===== src/verilog/tlp_params.svh =====
/*
 * TLP stream parameters
 * Channel count, per-channel payload width and the upper AFU ID
 */

`ifndef TLP_PARAMS_SVH
`define TLP_PARAMS_SVH

// Channels carried side by side in one stream beat
`define TLP_NUM_CH 2

// Payload bits per channel, eight DW
`define TLP_CH_PW 256

// Upper half of the AFU ID, returned at feature offset 0x10
`define AFU_ID_H 64'hd15ab1ed00000000

`endif


===== src/verilog/tlp_pkg.sv =====
/*
 * TLP types for the host channel tie-off
 * Header layouts, stream beat structs and format/type helpers
 */

`include "tlp_params.svh"

package tlp_pkg;

    typedef logic [7:0] t_fmttype;

    localparam t_fmttype FMTTYPE_MRD32 = 8'h00;
    localparam t_fmttype FMTTYPE_MRD64 = 8'h20;
    localparam t_fmttype FMTTYPE_MWR32 = 8'h40;
    localparam t_fmttype FMTTYPE_MWR64 = 8'h60;
    localparam t_fmttype FMTTYPE_CPLD  = 8'h4a;

    // First header DW, common to requests and completions
    typedef struct packed {
        t_fmttype    fmttype;
        logic [13:0] rsvd0;
        logic [9:0]  length;
    } t_tlp_hdr_dw0;

    // Memory request, 4 DW
    typedef struct packed {
        t_tlp_hdr_dw0 dw0;
        logic [15:0]  requester_id;
        logic [7:0]   tag;
        logic [3:0]   last_be;
        logic [3:0]   first_be;
        logic [31:0]  addr;
        // Low address DW in the 64-bit form
        logic [31:0]  lsb_addr;
    } t_mem_req_hdr;

    // Completion, padded to the request header size
    typedef struct packed {
        t_tlp_hdr_dw0 dw0;
        logic [15:0]  completer_id;
        logic [2:0]   status;
        logic         bcm;
        logic [11:0]  byte_count;
        logic [15:0]  requester_id;
        logic [7:0]   tag;
        logic         rsvd1;
        logic [6:0]   lower_addr;
        logic [31:0]  rsvd2;
    } t_cpl_hdr;

    typedef struct packed {
        logic                  valid;
        logic                  sop;
        logic                  eop;
        logic [127:0]          hdr;
        logic [`TLP_CH_PW-1:0] payload;
    } t_tlp_ch;

    typedef t_tlp_ch [`TLP_NUM_CH-1:0] t_tlp_beat;

    // Fmt bit 0 set means a 4 DW header with a 64-bit address
    function automatic logic is_addr64(input t_fmttype ft);
        return ft[5];
    endfunction

    function automatic logic is_mrd(input t_fmttype ft);
        return (ft == FMTTYPE_MRD32) || (ft == FMTTYPE_MRD64);
    endfunction

endpackage


===== src/verilog/axis_skid_buffer.sv =====
/*
 * Valid/ready skid buffer
 * Main and skid registers with a registered input ready, full throughput
 */

`timescale 1ns/1ps

module axis_skid_buffer #(
    parameter type T_PAYLOAD = logic
) (
    input  logic     clk,
    input  logic     reset_n,

    input  logic     in_valid,
    input  T_PAYLOAD in_data,
    output logic     in_ready,

    output logic     out_valid,
    output T_PAYLOAD out_data,
    input  logic     out_ready
);

    T_PAYLOAD skid_data;
    logic     skid_valid;
    logic     skid_valid_nxt;
    logic     in_fire;
    logic     main_load;

    assign in_fire = in_valid && in_ready;

    // Main register is free when empty or being drained this cycle
    assign main_load = !out_valid || out_ready;

    always_comb
    begin
        skid_valid_nxt = skid_valid;
        if (main_load)
            skid_valid_nxt = 1'b0;
        else if (in_fire)
            skid_valid_nxt = 1'b1;
    end

    always_ff @(posedge clk)
    begin
        if (!reset_n)
        begin
            out_valid  <= 1'b0;
            skid_valid <= 1'b0;
            in_ready   <= 1'b0;
        end
        else
        begin
            if (main_load)
                out_valid <= skid_valid || in_fire;
            skid_valid <= skid_valid_nxt;
            // Ready only depends on skid occupancy, never on out_ready directly
            in_ready   <= !skid_valid_nxt;
        end
    end

    // Payload registers
    always_ff @(posedge clk)
    begin
        if (main_load)
        begin
            if (skid_valid)
                out_data <= skid_data;
            else if (in_fire)
                out_data <= in_data;
        end
        else if (in_fire)
        begin
            skid_data <= in_data;
        end
    end

endmodule


===== src/verilog/mmio_req_capture.sv =====
/*
 * MMIO request capture
 * Finds a single-beat request on the RX stream and holds it until retired
 */

`timescale 1ns/1ps

`include "tlp_params.svh"

module mmio_req_capture (
    input  logic                 clk,
    input  logic                 reset_n,

    input  logic                 cap_valid,
    input  tlp_pkg::t_tlp_beat   cap_beat,
    output logic                 cap_ready,

    input  logic                 cpl_done,
    output logic                 req_pending,
    output tlp_pkg::t_mem_req_hdr req_hdr
);

    import tlp_pkg::*;

    logic         hit;
    t_mem_req_hdr hit_hdr;

    // The stream stalls while a request is held
    assign cap_ready = !req_pending;

    // Walk channels from the top down so the lowest match wins
    always_comb
    begin
        hit     = 1'b0;
        hit_hdr = '0;
        for (int c = `TLP_NUM_CH - 1; c >= 0; c--)
        begin
            if (cap_beat[c].valid && cap_beat[c].sop && cap_beat[c].eop)
            begin
                hit     = 1'b1;
                hit_hdr = t_mem_req_hdr'(cap_beat[c].hdr);
            end
        end
    end

    always_ff @(posedge clk)
    begin
        if (!reset_n)
        begin
            req_pending <= 1'b0;
        end
        else if (cap_valid && cap_ready)
        begin
            // Beats with no complete packet are simply dropped
            req_pending <= hit;
        end
        else if (cpl_done)
        begin
            req_pending <= 1'b0;
        end
    end

    // Held header, only loaded on an accepted beat with a match
    always_ff @(posedge clk)
    begin
        if (cap_valid && cap_ready && hit)
            req_hdr <= hit_hdr;
    end

endmodule


===== src/verilog/afu_feature_regs.sv =====
/*
 * AFU feature registers
 * Read-only DFH and AFU ID high, selected by qword offset
 */

`timescale 1ns/1ps

`include "tlp_params.svh"

module afu_feature_regs (
    input  logic        clk,
    input  logic        reset_n,

    input  logic [3:0]  reg_qword_addr,
    output logic [63:0] reg_rdata
);

    // DFH with feature type AFU and end-of-list set
    localparam logic [63:0] DFH_VALUE = {4'h1, 19'h0, 1'b1, 40'h0};

    localparam logic [3:0] QW_DFH      = 4'h0;
    localparam logic [3:0] QW_AFU_ID_H = 4'h2;

    logic [63:0] dfh_q;
    logic [63:0] afu_id_h_q;

    // Contents are set by reset and held afterwards
    always_ff @(posedge clk)
    begin
        if (!reset_n)
        begin
            dfh_q      <= DFH_VALUE;
            afu_id_h_q <= `AFU_ID_H;
        end
    end

    always_comb
    begin
        case (reg_qword_addr)
            QW_DFH:      reg_rdata = dfh_q;
            QW_AFU_ID_H: reg_rdata = afu_id_h_q;
            // Unmapped offsets read as zero
            default:     reg_rdata = '0;
        endcase
    end

endmodule


===== src/verilog/cpl_builder.sv =====
/*
 * Completion builder
 * Forms a CplD beat from the held read request and the register data
 */

`timescale 1ns/1ps

`include "tlp_params.svh"

module cpl_builder (
    input  logic                  req_pending,
    input  tlp_pkg::t_mem_req_hdr req_hdr,

    output logic [3:0]            reg_qword_addr,
    input  logic [63:0]           reg_rdata,

    output logic                  cpl_valid,
    output tlp_pkg::t_tlp_beat    cpl_beat,
    input  logic                  cpl_ready,
    output logic                  cpl_done
);

    import tlp_pkg::*;

    // DW that fit in one channel's payload
    localparam logic [9:0] CH_DW = 10'(`TLP_CH_PW / 32);

    t_cpl_hdr    cpl_hdr;
    logic        is_read;
    logic        eop_ch0;
    logic [63:0] cpl_data;

    assign is_read   = is_mrd(req_hdr.dw0.fmttype);
    assign cpl_valid = req_pending && is_read;

    // Writes retire immediately, reads once the completion is taken
    assign cpl_done  = req_pending && (!is_read || cpl_ready);

    always_comb
    begin
        cpl_hdr                  = '0;
        cpl_hdr.dw0.fmttype      = FMTTYPE_CPLD;
        cpl_hdr.dw0.length       = req_hdr.dw0.length;
        cpl_hdr.requester_id     = req_hdr.requester_id;
        cpl_hdr.tag              = req_hdr.tag;
        cpl_hdr.byte_count       = {req_hdr.dw0.length, 2'b00};
        cpl_hdr.lower_addr[6:2]  = is_addr64(req_hdr.dw0.fmttype) ?
                                   req_hdr.lsb_addr[6:2] : req_hdr.addr[6:2];
    end

    assign reg_qword_addr = cpl_hdr.lower_addr[6:3];
    assign eop_ch0        = req_hdr.dw0.length <= CH_DW;

    // 4-byte read of the upper half lands in the low DW
    always_comb
    begin
        cpl_data = reg_rdata;
        if (cpl_hdr.lower_addr[2])
            cpl_data[31:0] = reg_rdata[63:32];
    end

    always_comb
    begin
        cpl_beat                  = '0;
        cpl_beat[0].valid         = cpl_valid;
        cpl_beat[0].sop           = cpl_valid;
        cpl_beat[0].eop           = cpl_valid && eop_ch0;
        cpl_beat[0].hdr           = cpl_hdr;
        cpl_beat[0].payload[63:0] = cpl_data;
        // Longer completions end on the second channel
        cpl_beat[1].valid         = cpl_valid && !eop_ch0;
        cpl_beat[1].eop           = cpl_valid && !eop_ch0;
    end

endmodule


===== src/verilog/mmio_tie_off_top.sv =====
/*
 * Host channel MMIO tie-off
 * Consumes RX TLPs and answers memory reads from the feature registers
 */

`timescale 1ns/1ps

module mmio_tie_off_top (
    input  logic               clk,
    input  logic               reset_n,

    input  logic               rx_valid,
    input  tlp_pkg::t_tlp_beat rx_beat,
    output logic               rx_ready,

    output logic               tx_valid,
    output tlp_pkg::t_tlp_beat tx_beat,
    input  logic               tx_ready
);

    import tlp_pkg::*;

    logic         cap_valid;
    t_tlp_beat    cap_beat;
    logic         cap_ready;
    logic         req_pending;
    t_mem_req_hdr req_hdr;
    logic [3:0]   reg_qword_addr;
    logic [63:0]  reg_rdata;
    logic         cpl_valid;
    t_tlp_beat    cpl_beat;
    logic         cpl_ready;
    logic         cpl_done;

    // RX side timing stage
    axis_skid_buffer #(.T_PAYLOAD(t_tlp_beat)) i_rx_skid (
        .clk       (clk),
        .reset_n   (reset_n),
        .in_valid  (rx_valid),
        .in_data   (rx_beat),
        .in_ready  (rx_ready),
        .out_valid (cap_valid),
        .out_data  (cap_beat),
        .out_ready (cap_ready)
    );

    mmio_req_capture i_capture (
        .clk         (clk),
        .reset_n     (reset_n),
        .cap_valid   (cap_valid),
        .cap_beat    (cap_beat),
        .cap_ready   (cap_ready),
        .cpl_done    (cpl_done),
        .req_pending (req_pending),
        .req_hdr     (req_hdr)
    );

    afu_feature_regs i_regs (
        .clk            (clk),
        .reset_n        (reset_n),
        .reg_qword_addr (reg_qword_addr),
        .reg_rdata      (reg_rdata)
    );

    cpl_builder i_builder (
        .req_pending    (req_pending),
        .req_hdr        (req_hdr),
        .reg_qword_addr (reg_qword_addr),
        .reg_rdata      (reg_rdata),
        .cpl_valid      (cpl_valid),
        .cpl_beat       (cpl_beat),
        .cpl_ready      (cpl_ready),
        .cpl_done       (cpl_done)
    );

    // Completions toward the host
    axis_skid_buffer #(.T_PAYLOAD(t_tlp_beat)) i_tx_skid (
        .clk       (clk),
        .reset_n   (reset_n),
        .in_valid  (cpl_valid),
        .in_data   (cpl_beat),
        .in_ready  (cpl_ready),
        .out_valid (tx_valid),
        .out_data  (tx_beat),
        .out_ready (tx_ready)
    );

endmodule


===== config.mk =====
export PLATFORM = sky130hd
export DESIGN_NAME = mmio_tie_off_top
export DESIGN_NICKNAME = d
export VERILOG_FILES = /design/src/verilog/tlp_pkg.sv /design/src/verilog/axis_skid_buffer.sv /design/src/verilog/mmio_req_capture.sv /design/src/verilog/afu_feature_regs.sv /design/src/verilog/cpl_builder.sv /design/src/verilog/mmio_tie_off_top.sv
export VERILOG_INCLUDE_DIRS = /design/src /design/src/verilog
export SDC_FILE = /design/constraint.sdc
export NUM_CORES = 1
export LEC_CHECK = 0
export BUFFER_PORTS_ARGS = -buffer_cell sky130_fd_sc_hd__buf_2
export CELL_PAD_IN_SITES_DETAIL_PLACEMENT = 2
export CELL_PAD_IN_SITES_GLOBAL_PLACEMENT = 2
export CORE_AREA = 2 2 606 608
export DETAILED_ROUTE_END_ITERATION = 8
export DIE_AREA = 0 0 608 610
export GPL_TIMING_DRIVEN = 0
export PLACE_DENSITY = 0.39
export REMOVE_ABC_BUFFERS = 1
export SKIP_LAST_GASP = 1
export SLEW_MARGIN = 15
export SYNTH_ARGS = -nofsm -noshare
export SYNTH_HDL_FRONTEND = slang
export SYNTH_SLANG_ARGS = --single-unit

===== constraint.sdc =====
create_clock -name clk -period 9.15 [get_ports clk]
set_clock_uncertainty 0.15 [all_clocks]
set_input_delay 0.4575 -clock clk [delete_from_list [all_inputs] [get_ports clk]]
set_output_delay 0.4575 -clock clk [all_outputs]
set_load 0.02 [all_outputs]

==> results.ini, run 1 <==
[status]
outcome = complete, no violations

[cts]
cts.sinks = 371
ctsResizeCount = 0
cts_tree = yes
cts_root_buffer = clkbuf_16
holdBufCountCts = 111
cts_buffers = 48
post_cts_buffers = 0
htreeDepth = 2
clk_latency_ns = 0.61
clk_path_buf_depth = 3
clk_pin_slew_ns = 0.06

[synthesis]
synth_cell_type_count = 35
synth_top_family_by_area = buffers and inverters
synthFlopType = edfxtp_1
postSynthCellCount = 1399
avgSynthCellArea_sq_um = 13.81
synth_seq_area_share_pct = 57.31
netlist_area_sq_um = 19320
ys_top_cells_by_area = edfxtp_1 57%, buf_4 28%, mux2_2 8.9%, a22o_1 2.4%, dfxtp_1 0.73%
synth_adder_area_share_pct = 0
async_flop_share_pct = 0
synth_seq_cells = 371
synth_simple_gate_area_share_pct = 1.172
yosys_warnings = 0
synth.top_cell.area_share_pct = 56.58
yosys.area.top_type = edfxtp_1
synthMuxAreaShare_pct = 9.146
synth-edff-count = 364
synth_compound_area_share_pct = 3.018
synth_xor_area_share_pct = 0

[run]
maxCapViolations = 0

[floorplan]
core-area_sq_um = 364400
ios = 1554
start_util_pct = 5.301
die_w_um = 608
fp.dieH_um = 610
dieArea_sq_um = 370900
rows = 222

[cells_and_area]
fillers = 42780
syn2layout_area_growth_pct = 38.49
drive_gt1_share_pct = 26.66
design_area_sq_um = 26750
final_cells = 6582
nets = 2497

[power_and_ir_drop]
switching_share_pct = 26.74
clkPwrFrac_pct = 45.6
p_switching_uw = 1132
power_frac_seq_pct = 44.8
power.density_nw_per_um2 = 158.2
power_frac_comb_pct = 9.7
internal-power_uw = 3101
vdd_drop_max_v = 0.0001099
p_leak_uw = 0.008846

[place]
postPlaceCellArea_sq_um = 24050
dp_hpwl_um = 46860
globalplace.congestion = 0.6128
dp_cells = 6374
io_buffer_count = 205

[drt]
postRouteAntennaNets = 0
drt-initial-drc-count = 313
vias = 9487
remaining_drc_errors = 0
avgViaCountPerCell = 1.441
drt_first_pass_iters = 4
finalWirelength_um = 59730
wire_per_inst_um = 9.075

[worst_setup_path]
worstPathCellList = a21oi_1 > a21oi_4 > buf_16 > buf_16 > buf_12 > buf_16 > buf_16
cp-start-kind = register
cp_data_required_time_ns = 9.29
cp.arrival_ns = 2.86
crit_slowest_cell = dfxtp_4
path_common_cell = buf_16
critPathCaptureType = register
critical_path_buf_inv_count = 5
cp_max_fo = 28
cpPeakStageDelay_ns = 0.60
crit_type = register to register
path_delay_family = buffers and inverters

[timing]
slew_headroom_pct = 48.32
rsz0062_at_grt = false
slew_viol_final = 0
worst_pin_slew_ns = 0.7752
finalHoldViolCount = 0
setup-violations-final = 0
hold_slack_ns = 0.1309
fmax_ghz = 0.3681
setup_tns_ns = 0
period_share_pct = 29.69
period_needed_ns = 2.717

[global_route]
antenna_found_initial = 34
grt_overflow = 0
grt_pass1_vias = 9487
grt_pass1_wl_um = 79380
grt_max_degree = 35
grt_usage_pct = 3.039

[min_path]
hold_class = input pin to register

worst min-delay path, stage by stage:
cell and delay [ns]:
buf_2 0.08, inv_1 0.06, nand2_1 0.17, nor3b_1 0.08
cell usage in the layout, fill, tap and decap left out, types with 8 or more instances in the layout:
master / netlist / final
nand2_1: 10 / 10
nor2_1: 10 / 8
clkbuf_1: 1 / 10
buf_12: 0 / 13
a22o_1: 52 / 52
buf_2: 23 / 205
clkinv_1: 0 / 14
dlygate4sd3_1: 0 / 111
conb_1: 2 / 684
mux2_2: 152 / 152
edfxtp_1: 364 / 364
clkbuf_16: 0 / 49
buf_16: 0 / 15
layer usage:
layer | GRT usage [%] | wire, um | up-vias | part of all wire, %
li1 | - | - | 4143 | -
met5 | 0 | 64 | - | 0.11
met1 | 3.115 | 21190 | 4610 | 35
met3 | 1.359 | 6350 | 111 | 11
met2 | 5.589 | 30820 | 613 | 52
met4 | 0.7393 | 1301 | 10 | 2.2
Yosys cell counts, drive strengths merged (2+ instances only):
cell type and instances:
nor4 2, nor2 11, conb 2, nor3 2, buf 757, a21boi 3
mux2 152, nand2 10, o31ai 5, a22o 52, mux2i 3, nand3 3
edfxtp 364, dfxtp 7, a21oi 4, inv 8
through the flow:
| stage | setup slack [ns] | total power, uW | util [%] |
|---|---|---|---|
| final | 6.433 | 4232 | 7.341 |
| after global routing | 6.240 | 4416 | 7.338 |
| after CTS | 6.290 | 4335 | 7.336 |
| after detailed placement | 6.344 | 2285 | 6.600 |
| after global placement | -8.175 | 2279 | 6.392 |
| after floorplan | 0.05948 | 2217 | - |
power groups by stage:
stage,sequential (uW),clock [uW],combinational [uW]
floorplan,1930,0,285
global placement,1940,0,338
detailed placement,1930,0,354
CTS,1900,2030,405
global route,1900,2080,441
finish,1890,1930,409
area by class of cell:
| cell class | count | area [sq um] | share of cell area, % |
|---|---|---|---|
| antenna | 7 | 17.52 | 0.06548 |
| clock buffer | 59 | 1264 | 4.724 |
| clock inverter | 31 | 307.8 | 1.151 |
| inverter | 8 | 32.53 | 0.1216 |
| multi-input combinational | 944 | 5186 | 19.39 |
| sequential | 371 | 11080 | 41.41 |
| tap | 4816 | 6026 | 22.52 |
| timing repair buffer | 346 | 2840 | 10.62 |
sequential cells by signal, summed over array words and instances (netlist names):
| register | flops |
|---|---|
| i_tx_skid.in_ready | 1 |
| i_rx_skid.in_ready | 1 |
| i_rx_skid.out_valid | 1 |
| i_tx_skid.skid_data | 46 |
| i_rx_skid.skid_valid | 1 |
| i_tx_skid.out_data | 46 |
| i_rx_skid.out_data | 110 |
| i_capture.req_pending | 1 |
| i_capture.req_hdr | 52 |
| i_tx_skid.out_valid | 1 |
| i_rx_skid.skid_data | 110 |
| i_tx_skid.skid_valid | 1 |
cells by family (layout without fill, tap and decap cells):
group / Yosys count / count (layout)
AOI/OAI and AO/OA: 69 / 69
muxes: 155 / 155
DFF: 371 / 371
buffers and inverters: 766 / 444
other: 2 / 691
and+or+nand+nor: 36 / 36
final timing paths:
check	start	end	slack [ns]	depth (start not counted)
worst max-delay path	i_rx_skid.skid_valid$_SDFF_PN0_	i_rx_skid.out_data[725]$_DFFE_PP_	6.43	7
worst min register to register	i_capture.req_hdr[75]$_DFFE_PP_	i_tx_skid.skid_data[299]$_DFFE_PP_	0.29	0
worst min-delay path	tx_ready	i_tx_skid.skid_valid$_SDFF_PN0_	0.13	4
worst max register to register	i_rx_skid.skid_valid$_SDFF_PN0_	i_rx_skid.out_data[725]$_DFFE_PP_	6.43	7
(Power assumes the default switching activity.)
==> run 2, diff against run 1 <==
--- a/config.mk
+++ b/config.mk
@@ -9,11 +9,11 @@
 export BUFFER_PORTS_ARGS = -buffer_cell sky130_fd_sc_hd__buf_2
 export CELL_PAD_IN_SITES_DETAIL_PLACEMENT = 2
 export CELL_PAD_IN_SITES_GLOBAL_PLACEMENT = 2
-export CORE_AREA = 2 2 606 608
+export CORE_AREA = 2 2 599 601
 export DETAILED_ROUTE_END_ITERATION = 8
-export DIE_AREA = 0 0 608 610
+export DIE_AREA = 0 0 601 603
 export GPL_TIMING_DRIVEN = 0
-export PLACE_DENSITY = 0.39
+export PLACE_DENSITY = 0.4
 export REMOVE_ABC_BUFFERS = 1
 export SKIP_LAST_GASP = 1
 export SLEW_MARGIN = 15
==> constraint.sdc (replaced) <==
create_clock -name clk -period 2.4 [get_ports clk]
set_clock_uncertainty 0.15 [all_clocks]
set_input_delay 0.12 -clock clk [delete_from_list [all_inputs] [get_ports clk]]
set_output_delay 0.12 -clock clk [all_outputs]
set_load 0.02 [all_outputs]
==> results.ini, run 2 (same netlist as run 1, synthesis figures left out) <==
[global_route]
grt_overflow = 0  ; unchanged
grt_pass1_vias = 9858  ; +3.9%
antenna_found_initial = 35  ; +2.9%
grt_usage_pct = 3.112  ; +0.073 points
grt_pass1_wl_um = 80410  ; +1.3%
grt_max_degree = 45  ; +29%

[timing]
hold_slack_ns = 0.06317  ; -0.06771 ns
setup-violations-final = 0  ; unchanged
period_share_pct = 96.26  ; +67 points
worst_pin_slew_ns = 0.7816  ; +0.006380 ns
slew_headroom_pct = 47.77  ; -0.55 points
slew_viol_final = 0  ; unchanged
period_needed_ns = 2.310  ; -0.4065 ns
finalHoldViolCount = 0  ; unchanged
fmax_ghz = 0.4328  ; +18%

[cts]
htreeDepth = 2  ; unchanged
clk_pin_slew_ns = 0.06  ; about the same
cts.sinks = 371  ; unchanged
cts_root_buffer = clkbuf_16
cts_buffers = 48  ; unchanged
clk_path_buf_depth = 3  ; unchanged
cts_tree = yes
clk_latency_ns = 0.63  ; +0.02 ns

[cells_and_area]
final_util_pct = 7.543  ; +0.20 points
mostFrequentLayoutCells = 684 x conb_1, 364 x edfxtp_1, 205 x buf_2
fillers = 41690  ; -2.6%
reg.largest.list = i_rx_skid.out_data x110, i_rx_skid.skid_data x110, i_capture.req_hdr x52
mostFrequentLayoutCell = conb_1
syn2layout_area_growth_pct = 38.77
drive_gt1_share_pct = 26.78  ; +0.11 points
nets = 2515  ; +0.72%

[floorplan]
start_util_pct = 5.435  ; +0.13 points
core-area_sq_um = 355400  ; -2.5%
die_w_um = 601  ; -1.2%
rows = 219  ; -1.4%
dieArea_sq_um = 362400  ; -2.3%
fp.dieH_um = 603  ; -1.1%
ios = 1554  ; unchanged

[drt]
vias = 9523  ; +0.38%
wl_met2_um = 30790  ; about the same
routed.top_layer = met5
wl_met1_um = 20910  ; -1.3%
finalWirelength_um = 59800  ; +0.11%
wire_per_inst_um = 9.161  ; +0.95%
avgViaCountPerCell = 1.459  ; +1.2%
drt-initial-drc-count = 272  ; -13%
routed-wl-met3_um = 6459  ; +1.7%
postRouteAntennaNets = 0  ; unchanged
drt_first_pass_iters = 4  ; unchanged
remaining_drc_errors = 0  ; unchanged

[power_and_ir_drop]
clkPwrFrac_pct = 45.2  ; -0.4 points
power.density_nw_per_um2 = 599.5  ; +280%
internal-power_uw = 11790  ; +280%
vdd_drop_max_v = 0.0005430  ; +390%
power_frac_comb_pct = 9.8  ; about the same
p_switching_uw = 4285  ; +280%
switching_share_pct = 26.66  ; -0.076 points
p_leak_uw = 0.008918  ; +0.81%
power_frac_seq_pct = 45.0  ; +0.2 points

[worst_setup_path]
crit_type = register to register
cp-start-kind = register
cp_max_fo = 17  ; -39%
cp_data_required_time_ns = 2.54  ; -6.75 ns
cp.arrival_ns = 2.45  ; -0.41 ns
critPathCaptureType = register

[run]
maxCapViolations = 0  ; unchanged

[place]
dp_hpwl_um = 46430  ; -0.92%
io_buffer_count = 205  ; unchanged
globalplace.congestion = 0.6167  ; +0.64%

[status]
outcome = complete, no violations

[min_path]
hold_class = input pin to register

## run 2: metal layers
metal / track usage, % / up-vias
met5: 0 / -
li1: - / 4159
met4: 0.8551 / 20
met3: 1.465 / 119
met2: 5.640 / 599
met1: 3.173 / 4626
## run 2: what timing repair did
item | 4_1_cts | 5_1_grt
setup endpoints to repair | 206 | 10
hold buffers | 121 | 0
setup buffers | 8 | 3
endpoints found under the hold margin | 272 | 0
resized for setup | 1 | 0
pin swaps | 4 | 2
## run 2: layout make-up
class | instances | area, sq um | area share (%)
sequential | 371 | 11080 | 41.33
tap | 4751 | 5944 | 22.17
multi-input combinational | 944 | 5192 | 19.37
timing repair buffer | 364 | 2995 | 11.17
clock buffer | 63 | 1257 | 4.691
clock inverter | 24 | 301.5 | 1.125
inverter | 8 | 32.53 | 0.1214
antenna | 2 | 5.005 | 0.01867
## run 2: through the flow
stage	area (sq um)	power (uW)	TNS, ns	std cells	setup WS, ns
4_1_cts	26770	16430	0	6522	0.01992
5_1_grt	26800	16780	-0.007606	6525	-0.003932
2_1_floorplan	16240	8454	-1391.10	1323	-6.691
3_5_place_dp	23920	8711	-41.45	6306	-0.5172
3_3_place_gp	23210	8694	-3854.92	6279	-14.95
6_report	26810	16070	0	6527	0.08972
## run 2: worst paths after layout
check / from / to / slack, ns / depth (start not counted)
worst max-delay path: i_capture.req_hdr[126]$_DFFE_PP_ / i_tx_skid.skid_data[309]$_DFFE_PP_ / 0.09 / 6
worst min-delay path: rx_beat[718] / i_rx_skid.skid_data[718]$_DFFE_PP_ / 0.06 / 2
worst max register to register: i_capture.req_hdr[126]$_DFFE_PP_ / i_tx_skid.skid_data[309]$_DFFE_PP_ / 0.09 / 6
worst min register to register: i_capture.req_hdr[88]$_DFFE_PP_ / i_tx_skid.skid_data[312]$_DFFE_PP_ / 0.30 / 0
## run 2: critical path: stages, from the launching register on
cell and delay (ns):
edfxtp_1 0.41, nor4_4 0.41, nand3_1 0.19, nor2_4 0.20, buf_16 0.17, buf_12 0.18
buf_16 0.19
## run 2: power by group through the flow
| stage | Combinational [uW] | Clock [uW] | Sequential (uW) |
|---|---|---|---|
| final | 1570 | 7270 | 7230 |
| after detailed placement | 1340 | 0 | 7370 |
| after global placement | 1290 | 0 | 7410 |
| after CTS | 1540 | 7650 | 7230 |
| after floorplan | 1090 | 0 | 7370 |
| after global routing | 1700 | 7850 | 7240 |
==> run 3, diff against run 2 <==
==> constraint.sdc (replaced) <==
create_clock -name clk -period 2.4 [get_ports clk]
set_clock_uncertainty 0.15 [all_clocks]
set_input_delay 0.36 -clock clk [delete_from_list [all_inputs] [get_ports clk]]
set_output_delay 0.36 -clock clk [all_outputs]
set_load 0.02 [all_outputs]
==> results.ini, run 3 (same netlist as run 1, synthesis figures left out) <==
[cts]
cts_root_buffer = clkbuf_16
cts_tree = yes
cts.sinks = 371  ; unchanged
clk_latency_ns = 0.63  ; about the same
cts_buffers = 48  ; unchanged
clk_path_buf_depth = 3  ; unchanged
clk_pin_slew_ns = 0.07  ; about the same
htreeDepth = 2  ; unchanged

[cells_and_area]
mostFrequentLayoutCell = conb_1
design_area_sq_um = 26750  ; -0.21%
nets = 2509  ; -0.24%
drive_gt1_share_pct = 26.98  ; +0.20 points
syn2layout_area_growth_pct = 38.49
multi_input_area_sq_um = 5192  ; unchanged
mostFrequentLayoutCells = 684 x conb_1, 364 x edfxtp_1, 205 x buf_2
fillers = 41680  ; -0.012%
seqCellArea_sq_um = 11080  ; unchanged
reg.largest.list = i_rx_skid.out_data x110, i_rx_skid.skid_data x110, i_capture.req_hdr x52

[timing]
slew_viol_final = 0  ; unchanged
slew_headroom_pct = 47.97  ; +0.20 points
fmax_ghz = 0.4346  ; +0.39%
worst_pin_slew_ns = 0.7786  ; -0.002987 ns
period_share_pct = 95.88  ; -0.38 points
worst_slack_ns = 0.09879  ; +0.009068 ns
period_needed_ns = 2.301  ; -0.009069 ns
finalHoldViolCount = 0  ; unchanged
setup-violations-final = 0  ; unchanged

[power_and_ir_drop]
p_leak_uw = 0.008899  ; -0.21%
power_frac_comb_pct = 9.7  ; about the same
switching_share_pct = 26.66  ; about the same
power.density_nw_per_um2 = 600.3  ; +0.13%
power_frac_seq_pct = 45.0  ; about the same
vdd_drop_max_v = 0.0005348  ; -1.5%
internal-power_uw = 11780  ; about the same
clkPwrFrac_pct = 45.3  ; about the same
p_switching_uw = 4282  ; about the same

[floorplan]
ios = 1554  ; unchanged
core-area_sq_um = 355400  ; unchanged
die_w_um = 601  ; unchanged
fp.dieH_um = 603  ; unchanged
start_util_pct = 5.435  ; unchanged
rows = 219  ; unchanged
dieArea_sq_um = 362400  ; unchanged

[place]
postPlaceCellArea_sq_um = 23920  ; unchanged
dp_hpwl_um = 46430  ; unchanged
globalplace.congestion = 0.6167  ; unchanged
place_ws_ns = -0.5172  ; unchanged
io_buffer_count = 205  ; unchanged

[worst_setup_path]
cp_data_required_time_ns = 2.54  ; about the same
path_delay_family = simple AND/OR/NAND/NOR gates
crit_type = register to register
r2r-end = i_tx_skid.skid_data[309]$_DFFE_PP_
critical_path_buf_inv_count = 3  ; unchanged
crit_slowest_cell = edfxtp_1
path_common_cell = buf_16
cpPeakStageDelay_ns = 0.41  ; about the same
worstPathCellList = nor4_4 > nand3_1 > nor2_4 > buf_16 > buf_12 > buf_16
cp.arrival_ns = 2.44  ; about the same
reg2reg_slack_ns = 0.1  ; about the same
cp_max_fo = 17  ; unchanged
reg2reg_from = i_capture.req_hdr[126]$_DFFE_PP_
critPathCaptureType = register
cp-start-kind = register
r2r_cells = 6  ; unchanged

[global_route]
grt_pass1_vias = 9802  ; -0.57%
grt_pass1_wl_um = 80230  ; -0.22%
grt_overflow = 0  ; unchanged
grt_max_degree = 45  ; unchanged
grt_usage_pct = 3.106  ; -0.0056 points
antenna_found_initial = 36  ; +2.9%

[min_path]
hold_class = register to register
whs_path_depth = 0  ; -2
min_from = i_capture.req_hdr[83]$_DFFE_PP_
min_to = i_tx_skid.skid_data[307]$_DFFE_PP_

[drt]
remaining_drc_errors = 0  ; unchanged
wire_per_inst_um = 9.164  ; about the same
vias = 9525  ; +0.021%
drt_first_pass_iters = 4  ; unchanged
avgViaCountPerCell = 1.461  ; +0.13%
finalWirelength_um = 59750  ; about the same
drt-initial-drc-count = 281  ; +3.3%
postRouteAntennaNets = 0  ; unchanged

[run]
maxCapViolations = 0  ; unchanged

[status]
outcome = complete, no violations

-- run 3: cell count changes in the layout (fill, tap and decap cells not counted), sizes merged --
cell         previous run  this run
dlygate4sd3           121       113
buf                   243       245
diode                   2         1
-- run 3: worst max path at each step --
stage / to / startpoint / cells after the start
detailed placement: i_rx_skid.out_data[341]$_DFFE_PP_ / i_rx_skid.skid_valid$_SDFF_PN0_ / 5
floorplan: i_rx_skid.out_data[258]$_DFFE_PP_ / i_rx_skid.skid_valid$_SDFF_PN0_ / 2
CTS: i_tx_skid.out_data[771]$_DFFE_PP_ / i_capture.req_hdr[123]$_DFFE_PP_ / 4
global route: i_tx_skid.skid_data[309]$_DFFE_PP_ / i_capture.req_hdr[126]$_DFFE_PP_ / 6
global placement: i_rx_skid.out_data[341]$_DFFE_PP_ / i_rx_skid.skid_valid$_SDFF_PN0_ / 2
finish: i_tx_skid.skid_data[309]$_DFFE_PP_ / i_capture.req_hdr[126]$_DFFE_PP_ / 6
-- run 3: worst register-to-register path, stage by stage (launching register included) --
cell and delay, ns:
edfxtp_1 0.41, nor4_4 0.40, nand3_1 0.19, nor2_4 0.20, buf_16 0.17, buf_12 0.20, buf_16 0.22
-- run 3: final cells by class --
| type | count | share of cell area [%] |
|---|---|---|
| clock buffer | 63 | 4.700 |
| multi-input combinational | 944 | 19.41 |
| sequential | 371 | 41.41 |
| antenna | 1 | 0.009354 |
| tap | 4751 | 22.22 |
| clock inverter | 24 | 1.127 |
| timing repair buffer | 358 | 11.00 |
| inverter | 8 | 0.1216 |
-- run 3: routing by layer --
layer / GRT usage [%] / part of all wire (%)
met1: 3.171 / 35
met2: 5.624 / 51
met3: 1.463 / 11
met4: 0.8551 / 2.5
met5: 0 / 0.22
-- run 3: metrics by stage --
stage / hold WS, ns / util, % / total power [uW] / TNS [ns] / cells
after floorplan: 0.2722 / - / 8454 / -1398.78 / 1323
after global placement: 0.2805 / 6.532 / 8694 / -3860.66 / 6279
after detailed placement: 0.2846 / 6.730 / 8711 / -41.45 / 6306
after CTS: 0.2335 / 7.517 / 16420 / 0 / 6516
after global routing: 0.2635 / 7.527 / 16770 / -0.01248 / 6519
final: 0.2940 / 7.527 / 16060 / 0 / 6520
-- run 3: power groups by stage --
stage	Sequential [uW]	Clock [uW]	Combinational, uW
after global placement	7410	0	1290
after global routing	7240	7840	1690
after floorplan	7370	0	1090
after CTS	7230	7650	1540
after detailed placement	7370	0	1340
final	7230	7270	1560
-- run 3: repair_timing --
item | CTS | global route
buffers inserted | 10 | 3
pin swaps | 4 | 2
hold buffers | 113 | 0
resized for setup | 1 | 0
endpoints found under the setup margin | 236 | 11
endpoints found under the hold margin | 227 | 0
